==> config.mk <==
export PLATFORM = sky130hd
export DESIGN_NAME = main_ctrl
export DESIGN_NICKNAME = d
export VERILOG_FILES = /design/src/verilog/core_isa_pkg.sv /design/src/verilog/core_ctrl_pkg.sv /design/src/verilog/instr_decoder.sv /design/src/verilog/ctrl_sequencer.sv /design/src/verilog/trap_ctrl.sv /design/src/verilog/datapath_ctrl.sv /design/src/verilog/main_ctrl.sv
export SDC_FILE = /design/constraint.sdc
export NUM_CORES = 1
export LEC_CHECK = 0
export ABC_AREA = 1
export BUFFER_PORTS_ARGS = -buffer_cell sky130_fd_sc_hd__clkbuf_2
export CAP_MARGIN = 20
export CORE_ASPECT_RATIO = 1.1
export CORE_UTILIZATION = 42
export DETAILED_ROUTE_END_ITERATION = 12
export PLACE_DENSITY_LB_ADDON = 0.1
export RECOVER_POWER = 50
export SLEW_MARGIN = 10
export SYNTH_ARGS = -nofsm -noshare
export SYNTH_HDL_FRONTEND = slang
export SYNTH_HIERARCHICAL = 1
export SYNTH_SLANG_ARGS = --single-unit
==> constraint.sdc <==
create_clock -name clk -period 2 [get_ports clk]
set_input_delay 0.2 -clock clk [delete_from_list [all_inputs] [get_ports clk]]
set_output_delay 0.2 -clock clk [all_outputs]
set_load 0.005 [all_outputs]
==> src/verilog/core_isa_pkg.sv <==
// RV64 ISA definitions: instruction word views, opcodes, instruction classes,
// CSR indices and mcause codes.
package core_isa_pkg;

    // ------------------------------
    // Instruction word
    // ------------------------------
    typedef struct packed {
        logic [6:0] funct7;
        logic [4:0] rs2;
        logic [4:0] rs1;
        logic [2:0] funct3;
        logic [4:0] rd;
        logic [6:0] opcode;
    } t_r_view;

    typedef struct packed {
        logic [11:0] imm12;
        logic [ 4:0] rs1;
        logic [ 2:0] funct3;
        logic [ 4:0] rd;
        logic [ 6:0] opcode;
    } t_i_view;

    typedef union packed {
        t_r_view r;
        t_i_view i;
    } t_instr_word;

    typedef enum logic [6:0] {
        OPC_LOAD     = 7'b0000011,
        OPC_OP_IMM   = 7'b0010011,
        OPC_JALR     = 7'b1100111,
        OPC_OP_IMM_W = 7'b0011011,
        OPC_STORE    = 7'b0100011,
        OPC_OP       = 7'b0110011,
        OPC_OP_W     = 7'b0111011,
        OPC_BRANCH   = 7'b1100011,
        OPC_JAL      = 7'b1101111,
        OPC_AUIPC    = 7'b0010111,
        OPC_LUI      = 7'b0110111,
        OPC_FENCE    = 7'b0001111,
        OPC_SYSTEM   = 7'b1110011
    } t_opcode;

    typedef enum logic [3:0] {
        CL_LOAD, CL_OP_IMM, CL_JALR, CL_OP_IMM_W, CL_STORE, CL_OP, CL_OP_W,
        CL_BRANCH, CL_JAL, CL_AUIPC, CL_LUI, CL_FENCE, CL_SYSTEM, CL_ILLEGAL
    } t_instr_class;

    // ------------------------------
    // CSR and trap codes
    // ------------------------------
    typedef logic [2:0] t_csr_idx;

    localparam t_csr_idx CSR_MTVEC  = 3'd3;
    localparam t_csr_idx CSR_MCAUSE = 3'd4;
    localparam t_csr_idx CSR_MEPC   = 3'd5;

    typedef logic [3:0] t_mcause;

    localparam t_mcause MCAUSE_FETCH_MA  = 4'd0;
    localparam t_mcause MCAUSE_ILLEGAL   = 4'd2;
    localparam t_mcause MCAUSE_BREAK     = 4'd3;
    localparam t_mcause MCAUSE_SW_INT    = 4'd3;  // Interrupt flag tells it apart.
    localparam t_mcause MCAUSE_LOAD_MA   = 4'd4;
    localparam t_mcause MCAUSE_STORE_MA  = 4'd6;
    localparam t_mcause MCAUSE_TIMER_INT = 4'd7;
    localparam t_mcause MCAUSE_ECALL     = 4'd11;

endpackage

==> src/verilog/core_ctrl_pkg.sv <==
// Control unit definitions: FSM states, decoded and status structs,
// datapath and trap control bundles with their select codes.
package core_ctrl_pkg;

    typedef enum logic [3:0] {
        FETCH       = 4'd0,
        DECODE      = 4'd1,
        MEMADDR     = 4'd2,
        MEMREAD     = 4'd3,
        MEMWB       = 4'd4,
        MEMWRITE    = 4'd5,
        EXECUTER    = 4'd6,
        ALUWB       = 4'd7,
        EXECUTEI    = 4'd8,
        JAL         = 4'd9,
        BRANCH      = 4'd10,
        LOADI       = 4'd11,
        CALL_0      = 4'd12,
        CSR_EXECUTE = 4'd13,
        CSR_WB      = 4'd14,
        FENCE_I     = 4'd15
    } t_state;

    typedef struct packed {
        core_isa_pkg::t_instr_class instr_class;
        logic                       is_csr_op;  // Funct3 nonzero.
        logic                       is_mret;
        logic                       is_ebreak;
        logic                       m_ext;
        logic                       csr_imm;
        logic                       is_word;    // OP_W or OP_IMM_W.
        core_isa_pkg::t_csr_idx     csr_idx;
    } t_decoded;

    typedef struct packed {
        logic stall_instr;
        logic stall_data;
        logic icache_idle;
        logic instr_ma;
        logic load_ma;
        logic store_ma;
        logic illegal_load;
        logic illegal_alu;
    } t_core_status;

    typedef struct packed {
        logic timer;
        logic software;
    } t_irq;

    // ------------------------------
    // Datapath select codes
    // ------------------------------
    typedef enum logic [2:0] {
        ALU_ADD     = 3'd0,
        ALU_BRANCH  = 3'd1,
        ALU_FUNCT   = 3'd2,
        ALU_FUNCT_W = 3'd3,
        ALU_CSR     = 3'd4
    } t_alu_op;

    typedef enum logic [1:0] {
        SRC1_PC    = 2'd0,
        SRC1_OLDPC = 2'd1,
        SRC1_REG   = 2'd2,
        SRC1_IMM   = 2'd3
    } t_src1;

    typedef enum logic [1:0] {
        SRC2_REG  = 2'd0,
        SRC2_IMM  = 2'd1,
        SRC2_FOUR = 2'd2,
        SRC2_CSR  = 2'd3
    } t_src2;

    typedef enum logic [2:0] {
        RES_ALUOUT    = 3'd0,
        RES_MEMDATA   = 3'd1,
        RES_ALU       = 3'd2,
        RES_IMM       = 3'd3,
        RES_CSR       = 3'd4,
        RES_CSR_REG   = 3'd5,
        RES_OLD_PC    = 3'd6,
        RES_TRAP_ADDR = 3'd7
    } t_result_src;

    typedef struct packed {
        t_alu_op     alu_op;
        t_src1       src1;
        t_src2       src2;
        t_result_src result_src;
        logic        reg_we;
        logic        pc_update;
        logic        mem_we;
        logic        instr_we;
        logic        start_icache;
        logic        start_dcache;
        logic        branch;
        logic        mem_reg_we;
        logic        fetch_state;
        logic        mem_addr_we;
        logic        invalidate_instr;
    } t_dp_ctrl;

    typedef struct packed {
        core_isa_pkg::t_mcause  mcause;
        logic                   interrupt;
        logic                   mret;
        logic                   csr_we_1;
        logic                   csr_we_2;
        logic                   csr_reg_we;
        core_isa_pkg::t_csr_idx csr_waddr_1;
        core_isa_pkg::t_csr_idx csr_waddr_2;
        core_isa_pkg::t_csr_idx csr_raddr;
    } t_trap_ctrl;

endpackage

==> src/verilog/instr_decoder.sv <==
// Instruction decoder: opcode to class, function flags and CSR index.
`timescale 1ns/10ps

module instr_decoder (
    input  core_isa_pkg::t_instr_word i_instr,
    output core_ctrl_pkg::t_decoded   o_dec
);
    import core_isa_pkg::*;

    t_instr_class instr_class;

    always_comb begin
        case (i_instr.r.opcode)
            OPC_LOAD:     instr_class = CL_LOAD;
            OPC_OP_IMM:   instr_class = CL_OP_IMM;
            OPC_JALR:     instr_class = CL_JALR;
            OPC_OP_IMM_W: instr_class = CL_OP_IMM_W;
            OPC_STORE:    instr_class = CL_STORE;
            OPC_OP:       instr_class = CL_OP;
            OPC_OP_W:     instr_class = CL_OP_W;
            OPC_BRANCH:   instr_class = CL_BRANCH;
            OPC_JAL:      instr_class = CL_JAL;
            OPC_AUIPC:    instr_class = CL_AUIPC;
            OPC_LUI:      instr_class = CL_LUI;
            OPC_FENCE:    instr_class = CL_FENCE;  // Handled as FENCE.I.
            OPC_SYSTEM:   instr_class = CL_SYSTEM;
            default:      instr_class = CL_ILLEGAL;
        endcase
    end

    always_comb begin
        o_dec.instr_class = instr_class;
        o_dec.is_csr_op   = |i_instr.r.funct3;
        o_dec.is_mret     = i_instr.r.funct7[4];
        o_dec.is_ebreak   = i_instr.i.imm12[0];
        o_dec.m_ext       = i_instr.r.funct7[0] &
                            ((instr_class == CL_OP) | (instr_class == CL_OP_W));
        o_dec.csr_imm     = i_instr.r.funct3[2];
        o_dec.is_word     = (instr_class == CL_OP_W) | (instr_class == CL_OP_IMM_W);
        // Compressed CSR index from word bits 26, 22 and 20.
        o_dec.csr_idx     = {i_instr.i.imm12[6], i_instr.i.imm12[2], i_instr.i.imm12[0]};
    end

endmodule

==> src/verilog/ctrl_sequencer.sv <==
// Multicycle control FSM: state register and next-state logic.
`timescale 1ns/10ps

module ctrl_sequencer (
    input  logic                        clk,
    input  logic                        arst,
    input  core_ctrl_pkg::t_decoded     i_dec,
    input  core_ctrl_pkg::t_core_status i_status,
    input  logic                        i_take_trap,
    output core_ctrl_pkg::t_state       o_state
);
    import core_isa_pkg::*;
    import core_ctrl_pkg::*;

    t_state state;
    t_state next_state;

    always_ff @(posedge clk, posedge arst) begin
        if (arst) begin
            state <= FETCH;
        end else begin
            state <= next_state;
        end
    end

    // ------------------------------
    // Next state
    // ------------------------------
    always_comb begin
        next_state = FETCH;
        case (state)
            FETCH:    next_state = i_status.stall_instr ? FETCH : DECODE;
            DECODE: begin
                case (i_dec.instr_class)
                    CL_LOAD, CL_STORE, CL_JALR: next_state = MEMADDR;
                    CL_OP_IMM, CL_OP_IMM_W:     next_state = EXECUTEI;
                    CL_OP, CL_OP_W:             next_state = EXECUTER;
                    CL_BRANCH:                  next_state = BRANCH;
                    CL_JAL:                     next_state = JAL;
                    CL_AUIPC:                   next_state = ALUWB;
                    CL_LUI:                     next_state = LOADI;
                    CL_FENCE:                   next_state = FENCE_I;
                    CL_SYSTEM:  next_state = i_dec.is_csr_op ? CSR_EXECUTE : JAL;  // MRET.
                    default:                    next_state = CALL_0;
                endcase
            end
            MEMADDR: begin
                case (i_dec.instr_class)
                    CL_LOAD:  next_state = MEMREAD;
                    CL_STORE: next_state = MEMWRITE;
                    CL_JALR:  next_state = JAL;
                    default:  next_state = FETCH;
                endcase
            end
            MEMREAD:     next_state = i_status.stall_data ? MEMREAD : MEMWB;
            MEMWRITE:    next_state = i_status.stall_data ? MEMWRITE : FETCH;
            EXECUTER:    next_state = ALUWB;
            EXECUTEI:    next_state = ALUWB;
            JAL:         next_state = (i_dec.instr_class == CL_SYSTEM) ? FETCH : ALUWB;
            CSR_EXECUTE: next_state = CSR_WB;
            default:     next_state = FETCH;
        endcase

        // Any recorded trap jumps through CALL_0.
        if (i_take_trap) begin
            next_state = CALL_0;
        end
    end

    assign o_state = state;

    assert property (@(posedge clk) disable iff (arst)
        (state == CALL_0) |=> (state == FETCH));

endmodule

==> src/verilog/trap_ctrl.sv <==
// Trap and interrupt detection, mcause/mepc recording and CSR port controls.
`timescale 1ns/10ps

module trap_ctrl (
    input  core_ctrl_pkg::t_state       i_state,
    input  core_ctrl_pkg::t_decoded     i_dec,
    input  core_ctrl_pkg::t_core_status i_status,
    input  core_ctrl_pkg::t_irq         i_irq,
    output logic                        o_take_trap,
    output core_ctrl_pkg::t_trap_ctrl   o_trap
);
    import core_isa_pkg::*;
    import core_ctrl_pkg::*;

    logic    env_op;
    logic    is_irq;
    t_mcause cause;

    // SYSTEM without funct3 is ECALL, EBREAK or MRET.
    assign env_op = (i_dec.instr_class == CL_SYSTEM) & ~i_dec.is_csr_op;

    // ------------------------------
    // Trap detection
    // ------------------------------
    always_comb begin
        o_take_trap = 1'b0;
        is_irq      = 1'b0;
        cause       = MCAUSE_ILLEGAL;
        case (i_state)
            FETCH: begin
                if (i_status.icache_idle) begin
                    o_take_trap = i_status.instr_ma | i_irq.timer | i_irq.software;
                    is_irq      = i_irq.timer | i_irq.software;
                    if (i_irq.timer) begin
                        cause = MCAUSE_TIMER_INT;  // Timer wins.
                    end else if (i_irq.software) begin
                        cause = MCAUSE_SW_INT;
                    end else begin
                        cause = MCAUSE_FETCH_MA;
                    end
                end
            end
            DECODE: begin
                if (i_dec.instr_class == CL_ILLEGAL) begin
                    o_take_trap = 1'b1;
                end else if (env_op & ~i_dec.is_mret) begin
                    o_take_trap = 1'b1;
                    cause       = i_dec.is_ebreak ? MCAUSE_BREAK : MCAUSE_ECALL;
                end
            end
            MEMREAD: begin
                o_take_trap = i_status.load_ma | i_status.illegal_load;
                cause       = i_status.illegal_load ? MCAUSE_ILLEGAL : MCAUSE_LOAD_MA;
            end
            MEMWRITE: begin
                o_take_trap = i_status.store_ma;
                cause       = MCAUSE_STORE_MA;
            end
            ALUWB:       o_take_trap = i_status.illegal_alu | i_dec.m_ext;
            CSR_EXECUTE: o_take_trap = i_status.illegal_alu;
            default:     o_take_trap = 1'b0;
        endcase
    end

    // ------------------------------
    // CSR controls
    // ------------------------------
    always_comb begin
        o_trap             = '0;
        o_trap.csr_waddr_1 = i_dec.csr_idx;
        o_trap.csr_waddr_2 = i_dec.csr_idx;
        o_trap.csr_raddr   = i_dec.csr_idx;
        case (i_state)
            DECODE:      o_trap.mret      = env_op & i_dec.is_mret;
            JAL:         o_trap.csr_raddr = CSR_MEPC;   // MRET return address.
            CALL_0:      o_trap.csr_raddr = CSR_MTVEC;
            CSR_EXECUTE: begin
                o_trap.csr_we_2   = 1'b1;
                o_trap.csr_reg_we = 1'b1;
            end
            default:     o_trap.mret = 1'b0;
        endcase

        if (o_take_trap) begin
            o_trap.mcause      = cause;
            o_trap.interrupt   = is_irq;
            o_trap.csr_we_1    = 1'b1;
            o_trap.csr_waddr_1 = CSR_MCAUSE;
            o_trap.csr_we_2    = 1'b1;
            o_trap.csr_waddr_2 = CSR_MEPC;  // Old PC.
            o_trap.csr_reg_we  = 1'b0;
        end
    end

endmodule

==> src/verilog/datapath_ctrl.sv <==
// Per-state datapath controls: ALU, operands, result, enables and cache starts.
`timescale 1ns/10ps

module datapath_ctrl (
    input  core_ctrl_pkg::t_state       i_state,
    input  core_ctrl_pkg::t_decoded     i_dec,
    input  core_ctrl_pkg::t_core_status i_status,
    input  logic                        i_take_trap,
    output core_ctrl_pkg::t_dp_ctrl     o_dp
);
    import core_isa_pkg::*;
    import core_ctrl_pkg::*;

    t_alu_op funct_op;

    assign funct_op = i_dec.is_word ? ALU_FUNCT_W : ALU_FUNCT;

    always_comb begin
        o_dp            = '0;
        o_dp.alu_op     = ALU_ADD;
        o_dp.src1       = SRC1_PC;
        o_dp.src2       = SRC2_REG;
        o_dp.result_src = RES_ALUOUT;

        case (i_state)
            FETCH: begin
                o_dp.src2         = SRC2_FOUR;  // PC + 4.
                o_dp.result_src   = RES_ALU;
                o_dp.start_icache = 1'b1;
                o_dp.fetch_state  = 1'b1;
                o_dp.instr_we     = ~i_status.stall_instr;
                o_dp.pc_update    = ~i_status.stall_instr;
            end
            DECODE: begin
                o_dp.src1 = SRC1_OLDPC;  // Branch and AUIPC target.
                o_dp.src2 = SRC2_IMM;
            end
            MEMADDR: begin
                o_dp.src1        = SRC1_REG;
                o_dp.src2        = SRC2_IMM;
                o_dp.result_src  = RES_ALU;
                o_dp.mem_addr_we = 1'b1;
            end
            MEMREAD: begin
                o_dp.src1         = SRC1_REG;
                o_dp.src2         = SRC2_IMM;
                o_dp.start_dcache = 1'b1;
                o_dp.mem_reg_we   = ~i_status.stall_data;
            end
            MEMWB: begin
                o_dp.result_src = RES_MEMDATA;
                o_dp.reg_we     = 1'b1;
            end
            MEMWRITE: begin
                o_dp.src1         = SRC1_REG;
                o_dp.src2         = SRC2_IMM;
                o_dp.start_dcache = 1'b1;
                o_dp.mem_we       = ~i_status.stall_data;
                o_dp.mem_reg_we   = ~i_status.stall_data;
            end
            EXECUTER: begin
                o_dp.src1   = SRC1_REG;
                o_dp.src2   = SRC2_REG;
                o_dp.alu_op = funct_op;
            end
            EXECUTEI: begin
                o_dp.src1   = SRC1_REG;
                o_dp.src2   = SRC2_IMM;
                o_dp.alu_op = funct_op;
            end
            ALUWB: begin
                o_dp.reg_we = 1'b1;
            end
            JAL: begin
                o_dp.src1       = SRC1_OLDPC;  // Link address.
                o_dp.src2       = SRC2_FOUR;
                o_dp.pc_update  = 1'b1;
                o_dp.result_src = (i_dec.instr_class == CL_SYSTEM) ? RES_CSR : RES_ALUOUT;
            end
            BRANCH: begin
                o_dp.src1   = SRC1_REG;
                o_dp.src2   = SRC2_REG;
                o_dp.alu_op = ALU_BRANCH;
                o_dp.branch = 1'b1;
            end
            LOADI: begin
                o_dp.result_src = RES_IMM;
                o_dp.reg_we     = 1'b1;
            end
            CALL_0: begin
                o_dp.result_src = RES_TRAP_ADDR;  // Jump to mtvec.
                o_dp.pc_update  = 1'b1;
            end
            CSR_EXECUTE: begin
                o_dp.src1       = i_dec.csr_imm ? SRC1_IMM : SRC1_REG;
                o_dp.src2       = SRC2_CSR;
                o_dp.alu_op     = ALU_CSR;
                o_dp.result_src = RES_ALU;
            end
            CSR_WB: begin
                o_dp.result_src = RES_CSR_REG;
                o_dp.reg_we     = 1'b1;
            end
            default: begin
                o_dp.invalidate_instr = 1'b1;  // FENCE_I.
            end
        endcase

        // Old PC goes to mepc and the interrupted step has no side effects.
        if (i_take_trap) begin
            o_dp.result_src   = RES_OLD_PC;
            o_dp.start_icache = 1'b0;
            o_dp.start_dcache = 1'b0;
            o_dp.instr_we     = 1'b0;
            o_dp.pc_update    = 1'b0;
            o_dp.reg_we       = 1'b0;
            o_dp.mem_we       = 1'b0;
            o_dp.mem_reg_we   = 1'b0;
        end
    end

endmodule

==> src/verilog/main_ctrl.sv <==
// Main control unit top: decoder, FSM, trap and datapath control blocks.
`timescale 1ns/10ps

module main_ctrl (
    input  logic                        clk,
    input  logic                        arst,
    input  core_isa_pkg::t_instr_word   i_instr,
    input  core_ctrl_pkg::t_core_status i_status,
    input  core_ctrl_pkg::t_irq         i_irq,
    output core_ctrl_pkg::t_dp_ctrl     o_dp,
    output core_ctrl_pkg::t_trap_ctrl   o_trap
);
    import core_ctrl_pkg::*;

    t_decoded dec;
    t_state   state;
    logic     take_trap;

    instr_decoder u_decoder (
        .i_instr (i_instr),
        .o_dec   (dec)
    );

    ctrl_sequencer u_sequencer (
        .clk         (clk),
        .arst        (arst),
        .i_dec       (dec),
        .i_status    (i_status),
        .i_take_trap (take_trap),
        .o_state     (state)
    );

    trap_ctrl u_trap (
        .i_state     (state),
        .i_dec       (dec),
        .i_status    (i_status),
        .i_irq       (i_irq),
        .o_take_trap (take_trap),
        .o_trap      (o_trap)
    );

    datapath_ctrl u_datapath (
        .i_state     (state),
        .i_dec       (dec),
        .i_status    (i_status),
        .i_take_trap (take_trap),
        .o_dp        (o_dp)
    );

endmodule

# ---- After elaboration in Yosys (flattened, before gate mapping)
# Cells that the tools add are included.
dict set report classes {
  n_eq_ne 40
  n_mux 48
  bitwise 15
  n_reduce_logical 16
}
# cell n
set ops {}
lappend ops {{$eq 4x4->1 const B} 13}
lappend ops {{$pmux 4 s13} 1}
lappend ops {{$pmux 4 s9} 1}
lappend ops {{$eq 4x3->1 const B} 8}
lappend ops {{$pmux 4 s8} 1}
lappend ops {{$eq 7x6->1 const B} 4}
lappend ops {{$eq 7x7->1 const B} 4}
lappend ops {{$mux 4} 6}
lappend ops {{$eq 7x5->1 const B} 3}
lappend ops {{$mux 1} 18}
lappend ops {{$mux 3} 6}
lappend ops {{$mux 9} 2}
lappend ops {{$pmux 3 s6} 1}
lappend ops {{$eq 4x2->1 const B} 4}
lappend ops {{$pmux 4 s4} 1}
lappend ops {{$reduce_or 15->1} 1}
lappend ops {{$reduce_or 2->1} 7}
lappend ops {{$pmux 2 s3} 2}
lappend ops {{$pmux 4 s3} 1}
lappend ops {{$pmux 3 s3} 1}
lappend ops {{$reduce_or 3->1} 3}
lappend ops {{$eq 4x1->1 const B} 2}
lappend ops {{$logic_not 4->1} 2}
lappend ops {{$eq 7x2->1 const B} 1}
lappend ops {{12 further kinds} 26}
dict set report word_totals {
  reg_bits 4
  input_bits 44
  out_inout_bits 39
  elab_cells 120
}

# ---- Depth between registers and ports, before layout
# Gate-level depths: netlist of run 1.
dict set report logic_depth {
  word_depth 9
  depth_mapped 18
  mapped_depth_nobuf 17
}

# ---- Hierarchy
# The synthesis of run 1 kept the hierarchy.
# mod instances cells_each area_per_inst_um2
set modules_own_cells {}
lappend modules_own_cells {ctrl_sequencer 1 97 481.7}
lappend modules_own_cells {trap_ctrl 1 95 425.4}
lappend modules_own_cells {datapath_ctrl 1 76 349.1}
lappend modules_own_cells {instr_decoder 1 69 340.3}

# ---- Worst setup path after synthesis of run 1
# Ideal clock, no wire load.
dict set report synth_path {
  path_type {input -> output}
  startpoint {in i_instr[1] in the netlist's numbering}
  endpoint {out o_dp[3] in the netlist's numbering}
  arrival_ns 2.021
  required_time_ns 1.800
  path_slack_ns -0.221
  cell_stages 16
  path_buffers 1
  cell_sequence {nand2_1 > nor2_1 > nand2_1 > nand2_1 > nor2_1 > nand2_1 > nand3_1 > nand2_1 > nor2_1 > nand3_1 > nand2_1 > nand2_1 > nand3_1 > buf_2 > or2_2 > nor2_1}
}
# element line_no
set synth_lines {}
lappend synth_lines {{from (decl)} main_ctrl.sv:7} ;# input core_isa_pkg::t_instr_word i_instr,
lappend synth_lines {{to (decl)} main_ctrl.sv:10} ;# output core_ctrl_pkg::t_dp_ctrl o_dp,

==> results.toml, run 1 <==
[worst_hold_path]
hold_class = "input pin to asynchronous set/reset pin"

[synthesis]
yosysMostFrequentCell = "nand2_1"
synthTopCellsByCount = "nand2_1, nor2_1, inv_1, nand3_1, inv_2"
synth_cell_types = 28
synth-warning-count = 6
syn-cell-area_um2 = 1597
syn_area_per_cell_um2 = 4.737
async_reset_ff_share_pct = 100.0
synth_fp_nets = 381
synth_edf_count = 0
synth_top_area_share_pct = 25.63
ys.flop_type = "dfrtp_1"
syn-instance-count = 337
ys_seq_elements = 4
synth_top_area_cell = "nand2_1"
yosysSeqAreaShare_pct = 6.270
synth_area_leaders = "nand2_1, nor2_1, inv_1"

[floorplan]
core-area_um2 = 3626
die-area_um2 = 4052
die_h_um = 66.67
num_rows = 23
die_x_um = 60.79
start_util_pct = 44.03
io_pins = 83

[clock_tree]
clock_latency_ns = 0.21
cts_buffers = 3
cts_tree = "built"
h-tree-depth = 1
clock_sinks = 4
cts_root_buf = "clkbuf_8"
cts_buffer_depth = 2
clkTransAtPathRegs_ns = 0.03

[sta]
final_max_slew_viol_count = 0
setup_viol = 24
tightest_slew_ns = 0.2847
finalHoldViolations = 0
maxSlewHeadroom_pct = 80.87
max_freq_mhz = 466.8
finClkSkew_ns = 0.002450
fin_ws_ns = -0.1423
period_needed_ns = 2.142
post-route-period-util_pct = 107.1
rsz0062_at_grt = "yes"
hold_slack_ns = 0.4140
final.setup.tns_ns = -1.837

[pwr]
switchingPower_uw = 1250
power_frac_clock_pct = 6.9
p_per_area_nw_per_um2 = 875.1
peakVddDrop_uv = 461.6
swShare_pct = 53.38
combPwrFrac_pct = 86.1
seqPwrFrac_pct = 7.0
leakage_uw = 0.001559
p_int_uw = 1091

[grt]
track_usage_pct = 24.42
overflow = 0
first_global_vias = 1874
antenna_found_initial = 0
grt_max_degree = 15
grt_first_pass_wirelength_um = 7762

[detailed_routing]
vias = 2350
dr.pass1.iters = 5
wl_per_cell_um = 11.79
ant_nets = 0
drtIter0Drc = 111
totalWireLength_um = 5683
drc_errors = 0
viasPerCell = 4.876

[placed_design]
portBuffers = 65
placed_area_um2 = 2188
dp_hpwl_um = 3800
gp_congestion = 0.8684
pre_cts_slack_ns = -0.1851

[setup_path]
startpoint_type = "input pin"
required_ns = 1.80
arrival_ns = 1.94
worstPathMaxFanout = 6
cp-end-kind = "output pin"
worstSetupPathType = "input pin to output pin"

[finish]
largest_reg_flops = 4
finalNetCount = 478
fillCellCount = 306
drive_above_1_share_pct = 44.68
fin_area_um2 = 2675
antennaDiodeCount = 0
syn2layout_area_growth_pct = 67.56

[run]
max-cap-violations = 0

[status]
outcome = "finished, violations left"
violations = "negative setup slack"
power by group through the flow:
stage / registers (µW) / logic [µW] / clock network [µW]
2_1_floorplan: 235 / 1110 / 0
5_1_grt: 171 / 2260 / 174
3_5_place_dp: 165 / 1810 / 0
4_1_cts: 164 / 1870 / 166
6_report: 164 / 2010 / 162
3_3_place_gp: 165 / 1800 / 0
worst paths after layout:
| path | endpoint | startpoint | cells after the start | slack (ns) |
|---|---|---|---|---|
| worst max-delay path | o_trap[16] | i_instr[5] | 15 | -0.14 |
| worst min-delay path | u_sequencer/o_state[3] | arst | 3 | 0.41 |
| worst max register to register | u_sequencer/o_state[3] | u_sequencer/o_state[3] | 10 | 0.35 |
| worst min register to register | u_sequencer/o_state[3] | u_sequencer/o_state[0] | 3 | 0.90 |
| max in group asynchronous | u_sequencer/o_state[1] | arst | 3 | 1.44 |
| min in group clk | u_sequencer/o_state[2] | i_status[6] | 6 | 0.49 |
area by class of cell:
| type | instances | area [µm²] | area share (%) |
|---|---|---|---|
| Multi-Input combinational cell | 261 | 1499 | 56.03 |
| Timing Repair Buffer | 102 | 706.9 | 26.43 |
| Inverter | 62 | 265.3 | 9.916 |
| Sequential cell | 4 | 100.1 | 3.742 |
| Tap cell | 50 | 62.56 | 2.339 |
| Clock buffer | 3 | 41.29 | 1.543 |
layout by cell type, fill, tap and decap left out, drive strengths merged, types with 2 or more instances in the layout:
| cell type | n |
|---|---|
| o21ai | 6 |
| nand4 | 4 |
| o21a | 2 |
| nand2 | 119 |
| nand3 | 27 |
| o21bai | 2 |
| clkbuf | 53 |
| nor2 | 80 |
| buf | 51 |
| dfrtp | 4 |
| nor3 | 10 |
| inv | 61 |
| a21oi | 4 |
kinds of logic (layout without fill, tap and decap cells):
kind of cell	count (synthesis)	after routing	share of synthesized area, %
AND/OR/NAND/NOR	245	245	68.10
buffers and inverters	72	167	19.12
AO/OA/AOI/OAI	16	16	6.505
flip-flops	4	4	6.270
timing repair:
item,4_1_cts,5_1_grt
setup endpoints to repair,24,25
cloned,0,0
pin swaps,21,29
endpoints found under the hold margin,4,0
setup buffers,6,3
hold buffers,1,0
gates resized for setup,43,63
stage by stage:
stage	utilization (%)	power [µW]	cells
after floorplan	-	1345	337
after global placement	60.35	1963	470
after detailed placement	60.35	1975	470
after CTS	68.08	2205	480
final	73.78	2341	482
after global routing	73.78	2607	482
worst max-delay path: stages:
cell and delay (ns):
buf_8 0.12, nand2_2 0.07, nor2_4 0.05, buf_4 0.13
a21oi_1 0.23, nand3_2 0.19, buf_4 0.18, inv_1 0.11
nand3_4 0.10, nor2_4 0.11, nand2_4 0.07, nand3_2 0.10
nor2_4 0.05, nor2_1 0.09, buf_2 0.12
per-layer routing:
metal	up-vias	part of all wire (%)	routed length [µm]	global-route usage, %
met1	1049	42	2401	32.67
met5	-	0	0	0
li1	1215	-	-	-
met2	74	52	2946	43.82
met3	12	3.7	209	1.553
met4	0	2.2	125	1.989
Note: power is estimated with default switching activity, not from simulation.
==> run 2: changes to the inputs <==
ABC_AREA = not set   (was 1)
==> run 2 against run 1 <==
  * The run still ends with negative setup slack left
  * Total power increased by 13%
  * Clock power decreased by 38%
  * Sequential share of layout area grew 0.19 points
  * Critical path type unchanged
==> results.toml, run 2 <==
[sta]
post-route-period-util_pct = 121.2
period_needed_ns = 2.423
maxSlewHeadroom_pct = 74.77
final_max_slew_viol_count = 0
finalHoldViolations = 0
max_freq_mhz = 412.7
rsz0062_at_grt = "yes"
fin_ws_ns = -0.4232
setup_viol = 28
tightest_slew_ns = 0.3689
finClkSkew_ns = 0.001509

[synthesis]
synth_cell_types = 65
synth_xor_area_share_pct = 2.811
yosysSeqAreaShare_pct = 6.426
ys_seq_elements = 4
async_reset_ff_share_pct = 100.0
synth-compound-area-share_pct = 30.84
synthTopCellsByCount = "nor2_1, a21oi_1, nand2_1, nand2b_1, buf_4"
syn-cell-area_um2 = 1558
synth_edf_count = 0
syn-instance-count = 228
synth_fp_nets = 272
synth_area_leaders = "dfrtp_1, nor2_1, buf_4"
yosys.area_share.simple_pct = 43.05
synth_top_family_by_area = "simple AND/OR/NAND/NOR gates"
ys.flop_type = "dfrtp_1"
synthAdderAreaFrac_pct = 0
syn_area_per_cell_um2 = 6.832
synth_mux_area_share_pct = 2.570
synth_top_area_cell = "dfrtp_1"
synth_top_area_share_pct = 6.426
yosysMostFrequentCell = "nor2_1"
synth-warning-count = 6

[pwr]
combPwrFrac_pct = 89.8
swShare_pct = 46.86
p_int_uw = 1401
peakVddDrop_uv = 671.4
switchingPower_uw = 1235
p_per_area_nw_per_um2 = 1022
power_frac_clock_pct = 3.8
leakage_uw = 0.001202
seqPwrFrac_pct = 6.4

[setup_path]
max_stage_delay_ns = 0.27
required_ns = 1.80
reg2reg_from = "u_sequencer/o_state[1]"
crit_family = "compound AO/OA/AOI/OAI gates"
arrival_ns = 2.22
crit_path_top_delay_cell = "nand4b_1"
startpoint_type = "input pin"
rr_endpoint = "u_sequencer/o_state[2]"
reg2regPathDepth = 9
worstPathMaxFanout = 8
r2r_slack_ns = -0.25
cp_cell_sequence = "clkbuf_16, and3b_1, o2111ai_2, o41ai_4, nand4b_1, o31ai_4, a2111oi_4, bufinv_8, buf_12, nor2_4, a21oi_2, buf_2"
worstSetupPathType = "input pin to output pin"
cp-end-kind = "output pin"
cp_num_buf_inv = 4
cp-startpoint = "i_instr[2]"

[finish]
instances_no_fill = 372
drive_above_1_share_pct = 51.85
largest_reg_flops = 4
syn2layout_area_growth_pct = 65.54
final_common_cell = "clkbuf_2"
fin_area_um2 = 2579
final_cell_mix = "clkbuf_2, buf_4, nor2_1"
finalNetCount = 370
multi_input_area_um2 = 1435
antennaDiodeCount = 0
fillCellCount = 267
seq_area_um2 = 101.3

[clock_tree]
clkTransAtPathRegs_ns = 0.04
cts_tree = "built"
clock_sinks = 4
cts_root_buf = "clkbuf_4"
cts_buffer_depth = 2
clock_latency_ns = 0.24
cts_buffers = 3
h-tree-depth = 1

[placed_design]
portBuffers = 65
placed_area_um2 = 2180
dp_hpwl_um = 3237
pre_cts_slack_ns = -0.5458
gp_congestion = 0.8633
dp_cells = 357

[floorplan]
core-area_um2 = 3441
io_pins = 83
num_rows = 22
start_util_pct = 45.27
die_h_um = 65.88
die-area_um2 = 3957
die_x_um = 60.07

[status]
violations = "negative setup slack"
outcome = "finished, violations left"

[grt]
overflow = 0
grt_max_degree = 31
grt_first_pass_wirelength_um = 7603
track_usage_pct = 24.20
first_global_vias = 1753
antenna_found_initial = 0

[detailed_routing]
dr.pass1.iters = 4
totalWireLength_um = 5004
vias = 2056
wl_per_cell_um = 13.45
ant_nets = 0
drc_errors = 0
viasPerCell = 5.527
drtIter0Drc = 130

[run]
max-cap-violations = 0

[worst_hold_path]
hold_class = "input pin to asynchronous set/reset pin"
run 2: what timing repair did:
action                                  4_1_cts  5_1_grt
cloned                                        1        2
hold buffers                                  1        0
endpoints found under the setup margin       28       31
buffers inserted                              8        3
endpoints found under the hold margin         4        0
resized for setup                            27       44
pin swaps                                    16       13
run 2: power by group through the flow:
stage	logic (µW)	registers (µW)	clock network (µW)
2_1_floorplan	1310	180	0
3_3_place_gp	1970	161	0
3_5_place_dp	1980	164	0
4_1_cts	2170	164	104
5_1_grt	2590	173	119
6_report	2370	168	101
run 2: per-stage QoR:
stage	hold WS, ns	power, µW	util [%]	TNS (ns)
6_report	0.3664	2636	74.95	-7.674
5_1_grt	0.3620	2884	74.95	-11.30
4_1_cts	0.3717	2437	70.33	-6.798
3_5_place_dp	0.06313	2146	63.35	-9.780
3_3_place_gp	0.06482	2132	63.35	-9.334
2_1_floorplan	-0.03392	1490	-	-7.855
run 2: cell families after synthesis:
logic type / after synthesis
flops: 4
compound gates: 65
simple gates: 114
buf+inv: 36
xor+xnor: 5
mux: 4
run 2: cell type report:
class	count	area share (%)
multi-input cells	188	55.65
flip-flops and latches	4	3.930
well taps	48	2.329
repair buffers	122	35.66
inverters	7	1.553
clock buffers	3	0.8734
run 2: layer usage:
| layer | track usage, % | vias up | routed length, µm |
|---|---|---|---|
| met5 | 0 | - | 0 |
| met4 | 9.302 | 0 | 116 |
| met3 | 1.957 | 12 | 169 |
| met2 | 41.25 | 64 | 2569 |
| met1 | 30.94 | 955 | 2148 |
| li1 | - | 1025 | - |
run 2: worst max path at each step:
stage / endpoint / cells after the start
global placement: o_dp[13] / 13
CTS: o_dp[13] / 12
floorplan: u_sequencer/o_state[2] / 11
finish: o_dp[13] / 12
global route: o_dp[13] / 13
detailed placement: o_dp[13] / 13
run 2: worst register-to-register path, cell delays in order, from the launching register on:
cell and delay (ns):
dfrtp_1 0.47, nor2_1 0.19, a2111oi_2 0.07, buf_4 0.16, a2111oi_4 0.29, bufinv_8 0.27, buf_4 0.14, a21oi_2 0.13
o211ai_1 0.09, or3_1 0.30
